**src/radio_regmap_pkg.sv**
```systemverilog
// settings offsets count from SR_DB_BASE and readback offsets from RB_DB_BASE, one window per slot
`default_nettype none

package radio_regmap_pkg;

   // --------------------
   // bus field widths
   // --------------------
   localparam int SR_ADDR_W = 8;    // settings and readback address
   localparam int GPIO_W    = 32;   // one settings data word
   localparam int RB_DATA_W = 64;   // one readback word

   typedef logic [SR_ADDR_W-1:0] sr_addr_t;

   // --------------------
   // settings map
   // --------------------
   // offsets use the full address width, so anything past the slot window
   // simply matches no entry and is dropped by the decoder
   typedef enum logic [SR_ADDR_W-1:0] {
      ATR_IDLE = 8'd0,  // gpio out while no channel runs
      ATR_RX   = 8'd1,  // gpio out while receiving only
      ATR_TX   = 8'd2,  // gpio out while transmitting only
      ATR_FDX  = 8'd3,  // gpio out in full duplex
      GPIO_DDR = 8'd4,  // db pin direction, 1 drives
      MISC_OUT = 8'd5,
      FP_OUT   = 8'd6,  // this slot's front-panel request
      FP_DDR   = 8'd7
   } sr_offset_e;

   // --------------------
   // readback map
   // --------------------
   typedef enum logic [SR_ADDR_W-1:0] {
      RB_GPIO = 8'd0,   // {fp in, db in}
      RB_MISC = 8'd1    // {zero, captured misc in}
   } rb_offset_e;

endpackage

`default_nettype wire
```
**src/radio_io_pkg.sv**
```systemverilog
// gpio words are 32 bits wide; a ddr bit of 1 makes the pin an output, 0 leaves it an input
`default_nettype none

package radio_io_pkg;
   import radio_regmap_pkg::*;

   typedef logic [GPIO_W-1:0]    gpio_word_t;
   typedef logic [RB_DATA_W-1:0] rb_data_t;

   // one set of pins, value and direction side by side
   typedef struct packed {
      gpio_word_t out;
      gpio_word_t ddr;
   } gpio_bank_t;

   // --------------------
   // slot buses
   // --------------------
   typedef struct packed {
      logic       stb;    // single-cycle write strobe
      sr_addr_t   addr;
      gpio_word_t data;
   } set_bus_t;

   typedef struct packed {
      logic     stb;      // samples the readback mux
      sr_addr_t addr;
   } rb_req_t;

   // everything the settings registers hand to the ATR stage
   typedef struct packed {
      gpio_word_t atr_idle;
      gpio_word_t atr_rx;
      gpio_word_t atr_tx;
      gpio_word_t atr_fdx;
      gpio_word_t ddr;
      gpio_bank_t fp;
   } db_cfg_t;

   // bit 1 is tx running, bit 0 is rx running
   typedef enum logic [1:0] {
      IDLE = 2'b00,
      RX   = 2'b01,
      TX   = 2'b10,
      FDX  = 2'b11
   } atr_state_e;

endpackage

`default_nettype wire

```
**src/radio_io_core.sv**
```systemverilog
// all inputs, the fp source word included, must already be in radio_clk; no synchronizers inside
`timescale 1ns/10ps
`default_nettype none

module radio_io_core
   import radio_io_pkg::*;
#(
   parameter int unsigned NUM_DBOARDS     = 2,
   parameter int unsigned CHANNELS_PER_DB = 2,
   parameter int unsigned FP_GPIO_WIDTH   = 12,
   parameter int unsigned SR_DB_BASE      = 160,
   parameter int unsigned RB_DB_BASE      = 16
) (
   input  wire                                     radio_clk,
   input  wire                                     i_rst_n,
   // per-slot buses
   input  wire set_bus_t                           i_set        [NUM_DBOARDS],
   input  wire rb_req_t                            i_rb         [NUM_DBOARDS],
   // channel activity, slot s owns bits s*CHANNELS_PER_DB and up
   input  wire [NUM_DBOARDS*CHANNELS_PER_DB-1:0]   i_rx_running,
   input  wire [NUM_DBOARDS*CHANNELS_PER_DB-1:0]   i_tx_running,
   // pin inputs
   input  wire gpio_word_t                         i_db_gpio_in [NUM_DBOARDS],
   input  wire gpio_word_t                         i_fp_gpio_in,
   input  wire gpio_word_t                         i_misc_in    [NUM_DBOARDS],
   // block control
   input  wire gpio_word_t                         i_blk_ctr    [NUM_DBOARDS],
   input  wire gpio_bank_t                         i_blk_bank   [NUM_DBOARDS],
   input  wire [2*FP_GPIO_WIDTH-1:0]               i_fp_gpio_src,
   // outputs
   output wire gpio_bank_t                         o_db_gpio    [NUM_DBOARDS],
   output wire gpio_bank_t                         o_fp_gpio,
   output wire [2:0]                               o_radio_led  [NUM_DBOARDS],
   output wire gpio_word_t                         o_misc_out   [NUM_DBOARDS],
   output wire rb_data_t                           o_rb_data    [NUM_DBOARDS]
);

   wire db_cfg_t    cfg         [NUM_DBOARDS];
   wire gpio_bank_t atr_bank    [NUM_DBOARDS];
   wire gpio_bank_t atr_fp_bank [NUM_DBOARDS];

   // --------------------
   // per-slot stages
   // --------------------
   for (genvar s = 0; s < NUM_DBOARDS; s++) begin : g_slot
      db_settings_regs #(
         .SR_DB_BASE (SR_DB_BASE),
         .RB_DB_BASE (RB_DB_BASE)
      ) db_settings_regs_inst (
         .radio_clk    (radio_clk),
         .i_rst_n      (i_rst_n),
         .i_set        (i_set[s]),
         .i_rb         (i_rb[s]),
         .i_db_gpio_in (i_db_gpio_in[s]),
         .i_fp_gpio_in (i_fp_gpio_in),      // every slot sees the whole front panel
         .i_misc_in    (i_misc_in[s]),
         .o_cfg        (cfg[s]),
         .o_misc_out   (o_misc_out[s]),
         .o_rb_data    (o_rb_data[s])
      );

      atr_gpio_select #(
         .CHANNELS_PER_DB (CHANNELS_PER_DB)
      ) atr_gpio_select_inst (
         .radio_clk    (radio_clk),
         .i_rst_n      (i_rst_n),
         .i_cfg        (cfg[s]),
         .i_rx_running (i_rx_running[s*CHANNELS_PER_DB +: CHANNELS_PER_DB]),
         .i_tx_running (i_tx_running[s*CHANNELS_PER_DB +: CHANNELS_PER_DB]),
         .o_bank       (atr_bank[s]),
         .o_fp_bank    (atr_fp_bank[s]),
         .o_led        (o_radio_led[s])
      );
   end

   // --------------------
   // shared pin mux
   // --------------------
   gpio_out_mux #(
      .NUM_DBOARDS   (NUM_DBOARDS),
      .FP_GPIO_WIDTH (FP_GPIO_WIDTH)
   ) gpio_out_mux_inst (
      .radio_clk     (radio_clk),
      .i_rst_n       (i_rst_n),
      .i_bank        (atr_bank),
      .i_fp_bank     (atr_fp_bank),
      .i_blk_ctr     (i_blk_ctr),
      .i_blk_bank    (i_blk_bank),
      .i_fp_gpio_src (i_fp_gpio_src),
      .o_db_gpio     (o_db_gpio),
      .o_fp_gpio     (o_fp_gpio)
   );

endmodule

`default_nettype wire

```
**src/gpio_out_mux.sv**
```systemverilog
// fp source fields above the last slot fall back to the last slot; fp pins past FP_GPIO_WIDTH stay 0
`timescale 1ns/10ps
`default_nettype none

module gpio_out_mux
   import radio_io_pkg::*;
#(
   parameter int unsigned NUM_DBOARDS   = 2,
   parameter int unsigned FP_GPIO_WIDTH = 12
) (
   input  wire                       radio_clk,
   input  wire                       i_rst_n,
   // ATR side, one entry per slot
   input  wire gpio_bank_t           i_bank     [NUM_DBOARDS],
   input  wire gpio_bank_t           i_fp_bank  [NUM_DBOARDS],
   // block side
   input  wire gpio_word_t           i_blk_ctr  [NUM_DBOARDS],  // 1 hands the pin to the block
   input  wire gpio_bank_t           i_blk_bank [NUM_DBOARDS],
   input  wire [2*FP_GPIO_WIDTH-1:0] i_fp_gpio_src,             // 2 bits per fp pin
   // pins
   output gpio_bank_t                o_db_gpio  [NUM_DBOARDS],
   output gpio_bank_t                o_fp_gpio
);

   gpio_bank_t db_next [NUM_DBOARDS];
   gpio_bank_t fp_next;

   // --------------------
   // block override
   // --------------------
   always_comb begin
      for (int s = 0; s < NUM_DBOARDS; s++) begin
         db_next[s].out = (i_blk_ctr[s] & i_blk_bank[s].out) | (~i_blk_ctr[s] & i_bank[s].out);
         db_next[s].ddr = (i_blk_ctr[s] & i_blk_bank[s].ddr) | (~i_blk_ctr[s] & i_bank[s].ddr);
      end
   end

   // --------------------
   // front-panel source
   // --------------------
   always_comb begin
      int unsigned sel;
      fp_next = '0;
      for (int p = 0; p < FP_GPIO_WIDTH; p++) begin
         sel = i_fp_gpio_src[2*p +: 2];
         if (sel >= NUM_DBOARDS) begin
            sel = NUM_DBOARDS - 1;   // no such slot
         end
         fp_next.out[p] = i_fp_bank[sel].out[p];
         fp_next.ddr[p] = i_fp_bank[sel].ddr[p];
      end
   end

   // pin registers, all inputs out of reset
   always_ff @(posedge radio_clk or negedge i_rst_n) begin
      if (!i_rst_n) begin
         o_db_gpio <= '{default: '0};
         o_fp_gpio <= '0;
      end else begin
         o_db_gpio <= db_next;
         o_fp_gpio <= fp_next;
      end
   end

endmodule

`default_nettype wire

```
**src/atr_gpio_select.sv**
```systemverilog
// all channels of a slot share one ATR state, so a single running channel moves the whole slot
`timescale 1ns/10ps
`default_nettype none

module atr_gpio_select
   import radio_io_pkg::*;
#(
   parameter int unsigned CHANNELS_PER_DB = 2
) (
   input  wire                       radio_clk,
   input  wire                       i_rst_n,
   input  wire db_cfg_t              i_cfg,
   input  wire [CHANNELS_PER_DB-1:0] i_rx_running,   // one flag per channel
   input  wire [CHANNELS_PER_DB-1:0] i_tx_running,
   output gpio_bank_t                o_bank,
   output gpio_bank_t                o_fp_bank,
   output logic [2:0]                o_led          // {rx, tx, rx only}
);

   atr_state_e state;
   logic       rx_act;
   logic       tx_act;

   // --------------------
   // ATR state
   // --------------------
   always_ff @(posedge radio_clk or negedge i_rst_n) begin
      if (!i_rst_n) begin
         state <= IDLE;
      end else begin
         state <= atr_state_e'({|i_tx_running, |i_rx_running});
      end
   end

   assign rx_act = (state == RX) || (state == FDX);
   assign tx_act = (state == TX) || (state == FDX);

   // --------------------
   // gpio and LED select
   // --------------------
   always_ff @(posedge radio_clk or negedge i_rst_n) begin
      if (!i_rst_n) begin
         o_bank    <= '0;
         o_fp_bank <= '0;
         o_led     <= '0;
      end else begin
         unique case (state)
            IDLE : o_bank.out <= i_cfg.atr_idle;
            RX   : o_bank.out <= i_cfg.atr_rx;
            TX   : o_bank.out <= i_cfg.atr_tx;
            FDX  : o_bank.out <= i_cfg.atr_fdx;
         endcase
         o_bank.ddr <= i_cfg.ddr;      // direction does not follow ATR
         o_fp_bank  <= i_cfg.fp;
         // rx-only LED marks the TX/RX port listening
         o_led      <= {rx_act, tx_act, rx_act & ~tx_act};
      end
   end

   // every 2-bit code is a named state, so only an unknown flag can leave the legal set
   a_state_legal : assert property (
      @(posedge radio_clk) disable iff (!i_rst_n)
      !$isunknown(state)
   ) else $error("ATR state is unknown");

endmodule

`default_nettype wire

```
**src/db_settings_regs.sv**
```systemverilog
// one slot only; db and fp inputs are read back as they arrive, misc inputs pass one register first
`timescale 1ns/10ps
`default_nettype none

module db_settings_regs
   import radio_regmap_pkg::*;
   import radio_io_pkg::*;
#(
   parameter int unsigned SR_DB_BASE = 160,
   parameter int unsigned RB_DB_BASE = 16
) (
   input  wire             radio_clk,
   input  wire             i_rst_n,
   // settings and readback buses
   input  wire set_bus_t   i_set,
   input  wire rb_req_t    i_rb,
   // pins seen by readback
   input  wire gpio_word_t i_db_gpio_in,
   input  wire gpio_word_t i_fp_gpio_in,
   input  wire gpio_word_t i_misc_in,
   // register file contents
   output db_cfg_t         o_cfg,
   output gpio_word_t      o_misc_out,
   output rb_data_t        o_rb_data
);

   sr_addr_t   sr_off;      // write address relative to this slot
   sr_addr_t   rb_off;      // readback address relative to this slot
   gpio_word_t misc_in_r;

   assign sr_off = i_set.addr - sr_addr_t'(SR_DB_BASE);
   assign rb_off = i_rb.addr - sr_addr_t'(RB_DB_BASE);

   // --------------------
   // settings writes
   // --------------------
   // addresses below the base wrap to large offsets, so they miss as well
   always_ff @(posedge radio_clk or negedge i_rst_n) begin
      if (!i_rst_n) begin
         o_cfg      <= '0;
         o_misc_out <= '0;
      end else if (i_set.stb) begin
         case (sr_off)
            ATR_IDLE : o_cfg.atr_idle <= i_set.data;
            ATR_RX   : o_cfg.atr_rx   <= i_set.data;
            ATR_TX   : o_cfg.atr_tx   <= i_set.data;
            ATR_FDX  : o_cfg.atr_fdx  <= i_set.data;
            GPIO_DDR : o_cfg.ddr      <= i_set.data;
            MISC_OUT : o_misc_out     <= i_set.data;  // goes straight to the pins
            FP_OUT   : o_cfg.fp.out   <= i_set.data;
            FP_DDR   : o_cfg.fp.ddr   <= i_set.data;
            default  : ;                               // not this slot
         endcase
      end
   end

   // --------------------
   // misc input capture
   // --------------------
   always_ff @(posedge radio_clk or negedge i_rst_n) begin
      if (!i_rst_n) begin
         misc_in_r <= '0;
      end else begin
         misc_in_r <= i_misc_in;
      end
   end

   // --------------------
   // readback
   // --------------------
   // o_rb_data holds the last answer until the next request
   always_ff @(posedge radio_clk or negedge i_rst_n) begin
      if (!i_rst_n) begin
         o_rb_data <= '0;
      end else if (i_rb.stb) begin
         case (rb_off)
            RB_GPIO : o_rb_data <= {i_fp_gpio_in, i_db_gpio_in};
            RB_MISC : o_rb_data <= {{GPIO_W{1'b0}}, misc_in_r};
            default : o_rb_data <= '0;
         endcase
      end
   end

   // an unknown strobe from the bus master would smear X over the whole register file
   a_set_stb_known : assert property (
      @(posedge radio_clk) disable iff (!i_rst_n)
      !$isunknown(i_set.stb)
   ) else $error("settings strobe is unknown");

endmodule

`default_nettype wire

```
**config.mk**
```make
export PLATFORM = sky130hd
export DESIGN_NAME = radio_io_core
export DESIGN_NICKNAME = d
export VERILOG_FILES = /design/src/radio_regmap_pkg.sv /design/src/radio_io_pkg.sv /design/src/radio_io_core.sv /design/src/gpio_out_mux.sv /design/src/atr_gpio_select.sv /design/src/db_settings_regs.sv
export SDC_FILE = /design/constraint.sdc
export NUM_CORES = 1
export LEC_CHECK = 0
export BUFFER_PORTS_ARGS = -buffer_cell sky130_fd_sc_hd__buf_4
export CAP_MARGIN = 20
export CORE_AREA = 2 2 337 339
export DETAILED_ROUTE_END_ITERATION = 8
export DIE_AREA = 0 0 339 341
export GPL_TIMING_DRIVEN = 0
export PLACE_DENSITY = 0.6
export REMOVE_ABC_BUFFERS = 1
export SLEW_MARGIN = 15
export SYNTH_ARGS = -nofsm -noshare
export SYNTH_HDL_FRONTEND = slang
export SYNTH_SLANG_ARGS = --single-unit
```
**constraint.sdc**
```tcl
create_clock -name radio_clk -period 4.95 [get_ports radio_clk]
set_input_delay 0.7425 -clock radio_clk [delete_from_list [all_inputs] [get_ports radio_clk]]
set_output_delay 0.7425 -clock radio_clk [all_outputs]
set_load 0.01 [all_outputs]
```
==> results of run 1 <==
## area by class of cell
class,instances,share of cell area [%]
Tap cell,1500,3.989
Inverter,6,0.05851
Antenna cell,1,0.005319
Timing Repair Buffer,879,14.78
Sequential cell,962,51.19
Clock buffer,155,6.688
Multi-Input combinational cell,940,22.20
Clock inverter,36,1.096
## worst max-delay path, cell delays in order
cell      delay, ps
buf_4            90
inv_1            40
ha_1            280
nand4b_1        330
nor3_2          770
buf_6           230
buf_4           200
buf_4           220
buf_4           190
mux2_2          340
## flip-flops by register name (all words and copies together) (netlist names)
register                                 flops
g_slot.db_settings_regs_inst.o_cfg         368
gpio_out_mux_inst.o_fp_gpio                 24
g_slot.atr_gpio_select_inst.state            4
g_slot.atr_gpio_select_inst.o_led            6
g_slot.db_settings_regs_inst.o_misc_out     64
g_slot.atr_gpio_select_inst.o_bank         128
g_slot.db_settings_regs_inst.misc_in_r      64
g_slot.atr_gpio_select_inst.o_fp_bank       48
g_slot.db_settings_regs_inst.o_rb_data     128
gpio_out_mux_inst.o_db_gpio                128
## cell usage in the layout, fill, tap and decap left out, types with 3 or more instances in the layout
master      count
clkinvlp_4      3
mux2_1         41
clkbuf_16     106
clkbuf_8       31
buf_6          17
clkbuf_1       18
mux2_2        543
a22o_1         64
conb_1         40
inv_1           4
mux4_2         64
inv_6           3
nand4b_1        4
nor2_1         12
clkinv_2       15
buf_8          12
nor3_2          4
nand3b_1        8
buf_12          3
or2_2           4
bufinv_16      10
mux2i_1        64
dfrtp_1       958
o2bb2ai_1      64
buf_4         838
buf_16          8
## path summary, 6_finish.rpt
kind | from | to | slack (ps)
setup reg to reg | g_slot[1].atr_gpio_select_inst.state[0] | g_slot[1].atr_gpio_select_inst.o_bank[60] | 3350
setup / recovery | i_set[78] | g_slot[0].db_settings_regs_inst.o_misc_out[15] | 2040
min in group asynchronous | i_rst_n | gpio_out_mux_inst.o_db_gpio[13] | 640
max in group asynchronous | i_rst_n | g_slot[0].atr_gpio_select_inst.state[0] | 2310
hold / removal | i_misc_in[1] | g_slot[1].db_settings_regs_inst.misc_in_r[1] | 160
hold reg to reg | g_slot[0].db_settings_regs_inst.o_cfg[93] | g_slot[0].atr_gpio_select_inst.o_bank[29] | 350
## logic make-up (layout without fill, tap and decap cells)
kind of cell               after synthesis  count (layout)
AOI/OAI and AO/OA                      128             128
adders and majority gates                2               2
other                                    1              41
DFF                                    962             962
and+or+nand+nor                         54              54
buffers and inverters                  142            1076
xor gates and xnor gates                 4               4
muxes                                  712             712
## metal layers
layer / vias up / track usage, % / share of wire [%] / wire length [µm]
met2: 573 / 29.35 / 53 / 51120
met1: 10690 / 20.13 / 40 / 38710
met3: 118 / 3.576 / 5.1 / 4981
met5: - / 0 / 0.025 / 24
met4: 4 / 5.093 / 2.2 / 2147
li1: 8964 / - / - / -
## report_power, final
part	leakage [nW]	internal [W]	switching, W
Sequential	13.0	0.00826	0.000178
Clock	1.80	0.00492	0.00324
Combinational	9.18	0.000739	0.000610
## through the flow
| stage | total power, W | hold WS (ps) | TNS, ps | util [%] |
|---|---|---|---|---|
| 2_1_floorplan | 0.009024 | 347.1 | 0 | - |
| 3_3_place_gp | 0.009917 | 352.1 | -8160430 | 38.09 |
| 3_5_place_dp | 0.009968 | 356.9 | 0 | 38.77 |
| 4_1_cts | 0.01823 | 79.51 | 0 | 42.05 |
| 5_1_grt | 0.01870 | 106.6 | 0 | 42.05 |
| 6_report | 0.01795 | 156.0 | 0 | 42.05 |
==> summary.md, run 1 <==
| Metric | Value |
|---|---|
| GRT Total Usage | ~17% |
| Post-synthesis adder-cell area fraction | less than 1% |
| Initial antenna violation count | 3 |
| CTS Sinks | 962 |
| Drt pass-1 iters | 6 |
| Design area | approximately 47000 µm² |
| Post-CTS sizing | 0 |
| Number of synthesized flops with an enable pin | 0 |
| Cell area after placement | 43370 µm² |
| Placeable Area | 111900 µm² |
| Mux cell area share after synthesis | about a quarter |
| Residual DRC count | 0 |
| Hold-fix buffers, CTS | 1 |
| Max Root-Sink Buffers | 3 |
| Top post-synthesis cells by area | dfrtp_1, mux2_2, mux4_2 |
| Worst-path clk slew | 70 ps |
| Worst vdd ir | about 0.00024 V |
| Hold WC Path Type | primary input to register |
| Cell Area, Synth | roughly 35000 µm² |
| Dpl ws | about 1300 ps |
| Synth area leader | dfrtp_1 |
| Top-count cell post-synth | dfrtp_1 |
| Worst Hold Depth | 1 |
| Synth top area share | around 70% |
| Remaining Overflow, GRT | 0 |
| Pwr Density | ~380 nW/µm² |
| CTS Root Cell | clkbuf_16 |
| Worst Tran Pin Value | 857.5 ps |
| Area of the multi-input gates | roughly 10000 µm² |
| Cell count after synthesis | between 2k and 2.5k |
| Final WS setup | around 2000 ps |
| Clock skew | approximately 31 ps |
| Relative slew slack | a little over two fifths |
| Post CTS Setup Buffer Count | 0 |
| FF-to-FF path depth | 2 |
| Final min period | around 2900 ps |
| Dpl hpwl | around 70000 µm |
| Largest family of logic cells by synthesized area | multiplexers |
| Register area share after synthesis | 68.74% |
| Simple-Gate Fraction of Synth Area | 1.108% |
| Port Buffers | 835 |
| Layout area overhead | 34.34% |
| Die area | around 120000 µm² |
| H-tree levels | 3 |
| Final setup viols | 0 |
| Status | complete, no violations |
| Crit path required time | between 5000 and 6000 ps |
| Max-slew violations | 0 |
| Post-synthesis compound-gate area fraction | ~3.2% |
| Number of buffers created by CTS | a little over 100 |
| Detail Route Antenna Nets | 0 |
| Wire length per cell | 21.65 µm |
| Filler instances | 10.22k |
| Post-Layout Cell Count | ~4.5k |
| Die span in y | between 300 and 400 µm |
| RSZ-0062 raised after global routing | no |
| Vias per cell | roughly 4.5 |
| Ports | ~900 |
| Avg Cell Area, Syn | approximately 17 µm² |
| Post-synth ARST share | 100.0% |
| Max-cap violation count | 0 |
| Post-placement cell count | 4286 |
| FF/Latch Area | about 24000 µm² |
| DR iter-0 viols | ~900 |
| Largest net degree at the start of global routing | around 150 |
| Layout cells sized above 1 | between 50% and 60% |
| CP startpoint kind | primary input |
| Tcrit/Tclk final | approximately three fifths |
| Drt total wl | roughly 97000 µm |
| Distinct cells, synth | 32 |
| Register bit total from synthesis | around 960 |
| Synth warn | 0 |
| Worst skew pair latency | slightly below 700 ps |
| TritonCTS clock tree | done |
| Synth Area in XOR/XNOR | less than 1% |
| Initial core utilization | a little under a third |
| F_max | about 340 MHz |
| Fin. Hold Viols | 0 |
| First-pass GRT wire length | 144400 µm |
| Synth cell count leaders | dfrtp_1, mux2_2 |
| Die X | between 300 and 400 µm |
| DR vias | slightly above 20k |
| Worst Setup Path Type | primary input to register |
| Placer Congestion | slightly above 0.8 |
| Top FF cell, synth | dfrtp_1 |
| Nets | approximately 3.4k |
| Crit path DAT | roughly 3500 ps |
| Lkg Pwr | about 24 nW |
| # rows | ~120 |
| Worst Path Max Fanout | 8 |
| Crit end category | register |
| Vias in the first global route | 21.84k |
(Power assumes the default switching activity.)
==> inputs of run 2 (changes only) <==
ABC_AREA = 1   (was default)
PLACE_DENSITY = 0.64   (was 0.6)
clock period = 2.35 ns   (was 4.95 ns; I/O delays follow)
==> run 2 against run 1 <==
Net effect: the run now ends with negative hold slack left; critical path depth increased by 2; final cell count increased by 46%; flip-flop and latch count unchanged; sequential share of layout area decreased by 6.5 points; clock skew increased by 8.1 ps.
==> summary.md, run 2 <==
| Metric | Value |
|---|---|
| Status | finished with violations (was complete, no violations) |
| Failing checks | negative hold slack |
| Clock skew | 38.77 ps (was 30.63 ps) |
| Tcrit/Tclk final | a little over nine tenths |
| Top post-synthesis cells by area | dfrtp_1, nand2_1, nand4_1 (was dfrtp_1, mux2_2, mux4_2) |
| Lkg Pwr | 27.99 nW (was 23.98 nW) |
| Dpl ws | -570.8 ps (was 1289 ps) |
| Number of synthesized flops with an enable pin | 0 (unchanged) |
| Metal3 WL | 6962 µm (was 4981 µm) |
| Hold WC Path Type | primary input to async pin (was primary input to register) |
| Switching Power | 0.009320 W (was 0.004026 W) |
| Placeable Area | 111900 µm² (unchanged) |
| Sequential share of power | 46.7% (was 47.0%) |
| Reg with most FFs | g_slot.db_settings_regs_inst.o_cfg (unchanged) |
| Utilization after layout | 48.17% (was 42.05%) |
| Top FF cell, synth | dfrtp_1 (unchanged) |
| Setup tns final | 0 ps (unchanged) |
| Fin. Hold Viols | 107 (was 0) |
| CTS Sinks | 962 (unchanged) |
| Residual DRC count | 0 (unchanged) |
| Die span in y | 341 µm (unchanged) |
| Final WS setup | 146.3 ps (was 2044 ps) |
| Synth warn | 0 (unchanged) |
| Area of the multi-input gates | 11550 µm² (was 10440 µm²) |
| Register bit total from synthesis | 962 (unchanged) |
| Cell Area, Synth | 37270 µm² (was 35020 µm²) |
| Nets | 5452 (was 3380) |
| First-pass GRT wire length | 191800 µm (was 144400 µm) |
| Wire length per cell | 19.11 µm (was 21.65 µm) |
| Ports | 876 (unchanged) |
| Avg Cell Area, Syn | 10.03 µm² (was 17.47 µm²) |
| CP startpoint kind | primary input (unchanged) |
| CTS Root Cell | clkbuf_16 (unchanged) |
| Drt total wl | 125100 µm (was 96980 µm) |
| Largest register FFs | 368 (unchanged) |
| Met2 WL | 62440 µm (was 51120 µm) |
| Placer Congestion | 0.8311 (was 0.8073) |
| Crit path required time | 2910 ps (was 5500 ps) |
| Register area share after synthesis | 64.60% (was 68.74%) |
| Layout cells sized above 1 | 24.89% (was 56.55%) |
| Gate power share | 10.6% (was 7.5%) |
| H-tree levels | 3 (unchanged) |
| Synth top area share | 64.60% (was 68.74%) |
| Pwr Density | 710.0 nW/µm² (was 381.5 nW/µm²) |
| Worst hold margin | -403.3 ps (was 156.0 ps) |
| Relative slew slack | 28.85% (was 42.83%) |
| Drt pass-1 iters | 7 (was 6) |
| Max Root-Sink Buffers | 3 (unchanged) |
| Synth cell count leaders | nand2_1, dfrtp_1, nand4_1 (was dfrtp_1, mux2_2) |
| Worst Tran Pin Value | 1067 ps (was 857.5 ps) |
| Max-cap violation count | 0 (unchanged) |
| Post-synth ARST share | 100.0% (unchanged) |
| Die X | 339 µm (unchanged) |
| Vias in the first global route | 32.53k (was 21.84k) |
| F_max | roughly 450 MHz |
| Worst Setup Path Type | primary input to register (unchanged) |
| Remaining Overflow, GRT | 0 (unchanged) |
| TritonCTS clock tree | done (unchanged) |
| Filler instances | 9782 (was 10.22k) |
| Internal power | 0.02894 W (was 0.01392 W) |
| Final setup viols | 0 (unchanged) |
| Layout area overhead | 44.61% (was 34.34%) |
| Final min period | around 2200 ps |
| Max Used Layer | met5 (unchanged) |
| Hold-fix buffers, CTS | 483 (was 1) |
| # rows | 123 (unchanged) |
| GRT Total Usage | 21.14% (was 16.57%) |
| Worst Path Max Fanout | 31 (was 8) |
| Initial antenna violation count | 4 (was 3) |
| Worst skew pair latency | 690 ps (about the same) |
| Sw Ratio | 24.36% (was 22.43%) |
| Synth area leader | dfrtp_1 (unchanged) |
| DR iter-0 viols | 2282 (was 902) |
| Die area | 115600 µm² (unchanged) |
| Distinct cells, synth | 25 (was 32) |
| Vias per cell | 4.815 (was 4.543) |
| Largest net degree at the start of global routing | 154 (unchanged) |
| RSZ-0062 raised after global routing | no (unchanged) |
| FF/Latch Area | 24070 µm² (was 24080 µm²) |
| Number of buffers created by CTS | 102 (was 103) |
| Dpl hpwl | 79650 µm (was 69730 µm) |
| Worst vdd ir | 0.0005401 V (was 0.0002427 V) |
| Most common cell after layout, fill and taps aside | nand2_1 (was dfrtp_1) |
| Initial core utilization | 33.31% (was 31.30%) |
| Cell count after synthesis | 3714 (was 2005) |
| Max-slew violations | 0 (unchanged) |
| Top-count cell post-synth | nand2_1 (was dfrtp_1) |
| Worst-path clk slew | 60 ps (was 70 ps) |
| Commonest non-fill, non-tap cells in the layout | nand2_1, dfrtp_1, buf_4 (was dfrtp_1, buf_4, mux2_2) |
| WL met1 | 51060 µm (was 38710 µm) |
| Port Buffers | 835 (unchanged) |
| Power share of the clock group | 42.7% (was 45.5%) |
| DR vias | 31.52k (was 20.35k) |
| Crit path DAT | 2760 ps (was 3450 ps) |
| Crit end category | register (unchanged) |
| Detail Route Antenna Nets | 0 (unchanged) |
-- run 2: changes by cell type after synthesis, moves of 76 or more --
cell and delta:
mux2_2 -391, inv_1 +154, nand3_1 +171, o21ai_1 +116, o21ai_0 +76, nand2_1 +1409, clkbuf_1 +76, nand4_1 +336
-- run 2: kinds of logic (layout without fill, tap and decap cells) --
family	Yosys count	after routing	share of synthesized area (%)
AO/OA/AOI/OAI	192	192	2.578
multiplexers	152	152	4.593
other	1	45	0.01006
flip-flops	962	962	64.60
AND/OR/NAND/NOR	1967	1967	22.81
adder cells (fa/ha/maj)	2	2	0.06714
buffers and inverters	438	1727	5.342
-- run 2: area by class of cell --
class	count	area share (%)
antenna	5	0.02322
clock buffer	153	5.521
clock inverter	29	0.7406
inverter	166	1.165
multi-input combinational	2353	21.43
sequential	962	44.67
tap	1500	3.483
timing repair buffer	1379	22.96
-- run 2: path summary, 6_finish.rpt --
check,slack [ps],to,from,cells after the start
setup / recovery,150,g_slot[1].db_settings_regs_inst.o_cfg[2],i_set[37],12
hold / removal,-400,gpio_out_mux_inst.o_db_gpio[87],i_rst_n,1
setup reg to reg,690,g_slot[1].atr_gpio_select_inst.o_bank[42],g_slot[1].atr_gpio_select_inst.state[0],5
hold reg to reg,360,g_slot[0].atr_gpio_select_inst.o_fp_bank[36],g_slot[0].db_settings_regs_inst.o_cfg[36],0
max in group asynchronous,500,g_slot[1].db_settings_regs_inst.o_cfg[156],i_rst_n,4
min in group radio_clk,40,g_slot[1].db_settings_regs_inst.o_rb_data[9],i_db_gpio_in[9],5
-- run 2: worst max-delay path, cell delays in order --
cell and delay, ps:
buf_4 110, inv_2 50, ha_1 150, inv_1 40, nand2_1 40, nand2_1 70
nor2_4 530, buf_12 280, buf_12 210, nand3_1 580, nand2_1 220, nand2_1 80
-- run 2: power by group through the flow --
stage	combinational, W	sequential (W)	clock (W)
after global placement	0.00308	0.0182	0
after detailed placement	0.00330	0.0182	0
after CTS	0.00401	0.0179	0.0167
after floorplan	0.00102	0.0181	0
final	0.00404	0.0179	0.0163
after global routing	0.00439	0.0179	0.0174
-- run 2: repair_timing --
item                       in CTS  in global routing
setup endpoints to repair       0                163
resized for setup               0                  2
buffers inserted                0                  2
hold endpoints to repair      785                107
-- run 2: per-layer routing --
layer / global-route usage (%) / vias to the layer above
met5: 0 / -
met2: 35.84 / 1107
met3: 3.504 / 266
li1: - / 14560
met1: 27.08 / 15590
met4: 8.139 / 2
-- run 2: through the flow --
step / cells / total power, W / area (µm²)
2_1_floorplan: 3481 / 0.01914 / 36050
3_3_place_gp: 5816 / 0.02123 / 44190
3_5_place_dp: 5872 / 0.02146 / 45590
4_1_cts: 6537 / 0.03857 / 53790
5_1_grt: 6543 / 0.03976 / 53880
6_report: 6547 / 0.03826 / 53890
==> inputs of run 3 (changes only) <==
CELL_PAD_IN_SITES_DETAIL_PLACEMENT = 1   (was default)
CELL_PAD_IN_SITES_GLOBAL_PLACEMENT = 2   (was default)
CORE_AREA = 2 2 356 358   (was 2 2 337 339)
DIE_AREA = 0 0 358 360   (was 0 0 339 341)
PLACE_DENSITY = 0.84   (was 0.64)
==> run 3 against run 2 <==
Net effect: critical path type unchanged; fmax grew 0.75%; via count rose by 3.8%; global-route usage increased by 2.2 points; the run still ends with negative hold slack left; sequential power is essentially flat; non-clock buffer count increased by 14; die area up 11%; power rose by 5.7%; first-iteration DRC count fell by 2.1%; sequential share of layout area decreased by 0.70 points.
==> summary.md, run 3 (synthesis results as in run 2) <==
| Metric | Value |
|---|---|
| Die X | 358 µm (was 339 µm) |
| Placeable Area | 124900 µm² (was 111900 µm²) |
| Number of buffers created by CTS | 107 (was 102) |
| Dpl hpwl | 89860 µm (was 79650 µm) |
| Relative slew slack | 40.26% (was 28.85%) |
| Final setup viols | 0 (unchanged) |
| Worst Setup Path Type | primary input to register (unchanged) |
| Clock skew | 27.48 ps (was 38.77 ps) |
| # rows | 130 (was 123) |
| Worst vdd ir | 0.0005117 V (was 0.0005401 V) |
| Die area | 128900 µm² (was 115600 µm²) |
| Wire length per cell | 22.65 µm (was 19.11 µm) |
| Die span in y | 360 µm (was 341 µm) |
| Pwr Density | 738.7 nW/µm² (was 710.0 nW/µm²) |
| Design area | 54740 µm² (was 53890 µm²) |
| Lkg Pwr | 28.30 nW (was 27.99 nW) |
| Worst-path clk slew | 70 ps (was 60 ps) |
| Remaining Overflow, GRT | 0 (unchanged) |
| Worst Tran Pin Value | 896.1 ps (was 1067 ps) |
| Commonest non-fill, non-tap cells in the layout | nand2_1, dfrtp_1, buf_4 (unchanged) |
| Worst Path Max Fanout | 27 (was 31) |
| Drt pass-1 iters | 7 (unchanged) |
| Worst hold margin | -443.8 ps (was -403.3 ps) |
| CTS Sinks | 962 (unchanged) |
| Reg with most FFs | g_slot.db_settings_regs_inst.o_cfg (unchanged) |
| Power after layout | 0.04044 W (was 0.03826 W) |
| GRT Total Usage | 23.32% (was 21.14%) |
| Dpl ws | -974.9 ps (was -570.8 ps) |
| Nets | 5472 (was 5452) |
| Crit end category | register (unchanged) |
| CTS Root Cell | clkbuf_16 (unchanged) |
| CP startpoint kind | primary input (unchanged) |
| Filler instances | 13.86k (was 9782) |
| Final WS setup | 162.7 ps (was 146.3 ps) |
| Layout cells sized above 1 | 25.39% (was 24.89%) |
| Hold WC Path Type | primary input to async pin (unchanged) |
| Detail Route Antenna Nets | 0 (unchanged) |
| Max-cap violation count | 0 (unchanged) |
| Crit path required time | 2890 ps (was 2910 ps) |
| Layout area overhead | 46.90% (was 44.61%) |
| Largest register FFs | 368 (unchanged) |
| Initial core utilization | 29.83% (was 33.31%) |
| F_max | 457.2 MHz (was 453.8 MHz) |
| Ports | 876 (unchanged) |
| Drt total wl | 152500 µm (was 125100 µm) |
| Most common cell after layout, fill and taps aside | nand2_1 (unchanged) |
| Hold-fix buffers, CTS | 487 (was 483) |
| Crit path DAT | 2730 ps (was 2760 ps) |
| Final min period | 2187 ps (was 2204 ps) |
| Max Root-Sink Buffers | 3 (unchanged) |
| Residual DRC count | 0 (unchanged) |
| Fin. Hold Viols | 86 (was 107) |
| Utilization after layout | 43.82% (was 48.17%) |
| Port Buffers | 835 (unchanged) |
| Initial antenna violation count | 6 (was 4) |
| Largest net degree at the start of global routing | 156 (was 154) |
| H-tree levels | 3 (unchanged) |
| First-pass GRT wire length | 229300 µm (was 191800 µm) |
| Vias in the first global route | 36.60k (was 32.53k) |
| Placer Congestion | 0.8364 (was 0.8311) |
| Failing checks | negative hold slack (unchanged) |
| Worst skew pair latency | 710 ps (was 690 ps) |
| Tcrit/Tclk final | 93.08% (was 93.77%) |
| Status | finished with violations (unchanged) |
| RSZ-0062 raised after global routing | no (unchanged) |
| Vias per cell | 4.860 (was 4.815) |
| Max-slew violations | 0 (unchanged) |
| DR iter-0 viols | 2234 (was 2282) |
| DR vias | 32.71k (was 31.52k) |
| TritonCTS clock tree | done (unchanged) |
| Cell area after placement | 45970 µm² (was 45590 µm²) |
-- run 3: changes by cell type in the layout (fill, tap and decap cells not counted), moves of 3 or more --
cell and change:
buf_16 +8, clkbuf_8 +8, bufinv_16 +4, clkbuf_16 +4, dlygate4sd3_1 +4, buf_4 +3
-- run 3: final cells by class --
cell class	instances	area, µm²	area share (%)
multi-input cells	2354	11570	21.14
clock buffers	165	3207	5.858
flip-flops and latches	962	24070	43.97
diodes	5	12.51	0.02286
well taps	1650	2064	3.771
inverters	166	628.1	1.147
clock inverters	36	558.0	1.019
repair buffers	1393	12630	23.06
-- run 3: final timing paths --
path                            slack (ps)                                             end                                      start  depth (start not counted)
worst max-delay path                   160  g_slot[1].db_settings_regs_inst.o_misc_out[19]                                  i_set[38]                         14
worst min-delay path                  -440  g_slot[0].db_settings_regs_inst.o_misc_out[26]                                    i_rst_n                          1
worst max register to register         810       g_slot[0].atr_gpio_select_inst.o_bank[47]    g_slot[0].atr_gpio_select_inst.state[0]                          5
worst min register to register         370       g_slot[0].atr_gpio_select_inst.o_bank[14]  g_slot[0].db_settings_regs_inst.o_cfg[78]                          0
max in group asynchronous              520   g_slot[1].db_settings_regs_inst.o_rb_data[41]                                    i_rst_n                          4
min in group radio_clk                  50  g_slot[0].db_settings_regs_inst.o_misc_out[11]                                  i_set[52]                          3
-- run 3: power breakdown --
part,leakage [nW],internal [W],switching (W)
Combinational,13.6,0.00204,0.00222
Sequential,12.8,0.0174,0.000519
Clock,1.84,0.0106,0.00759
Total,28.3,0.0301,0.0103
-- run 3: timing repair --
action                                 in CTS  in global routing
pin swaps                                   1                  1
setup endpoints to repair                  60                 46
resized for setup                           2                  2
endpoints found under the hold margin     792                 86
setup buffers                               1                  5
cloned                                      1                  0
-- run 3: worst max-delay path: stages --
cell	delay [ps]
buf_4	110
inv_1	50
ha_1	160
inv_1	40
nand2_1	50
nand2_1	200
nor2_4	200
buf_12	220
buf_12	210
buf_16	190
nand3_2	350
buf_16	320
nand2_1	80
nand2_1	130
-- run 3: per-layer routing --
metal | part of all wire [%] | wire length, µm | GRT usage [%] | vias up
met5 | 0 | 0 | 0 | -
met2 | 51 | 77580 | 40.74 | 1034
li1 | - | - | - | 14620
met1 | 39 | 59130 | 27.23 | 16660
met3 | 4.8 | 7288 | 3.676 | 397
met4 | 5.6 | 8476 | 12.66 | 0
-- run 3: stage by stage --
stage,std cells,setup TNS (ps)
after CTS,6718,0
after global routing,6731,0
after global placement,5966,-
final,6731,0
after floorplan,3481,-2683690
after detailed placement,6028,-245970
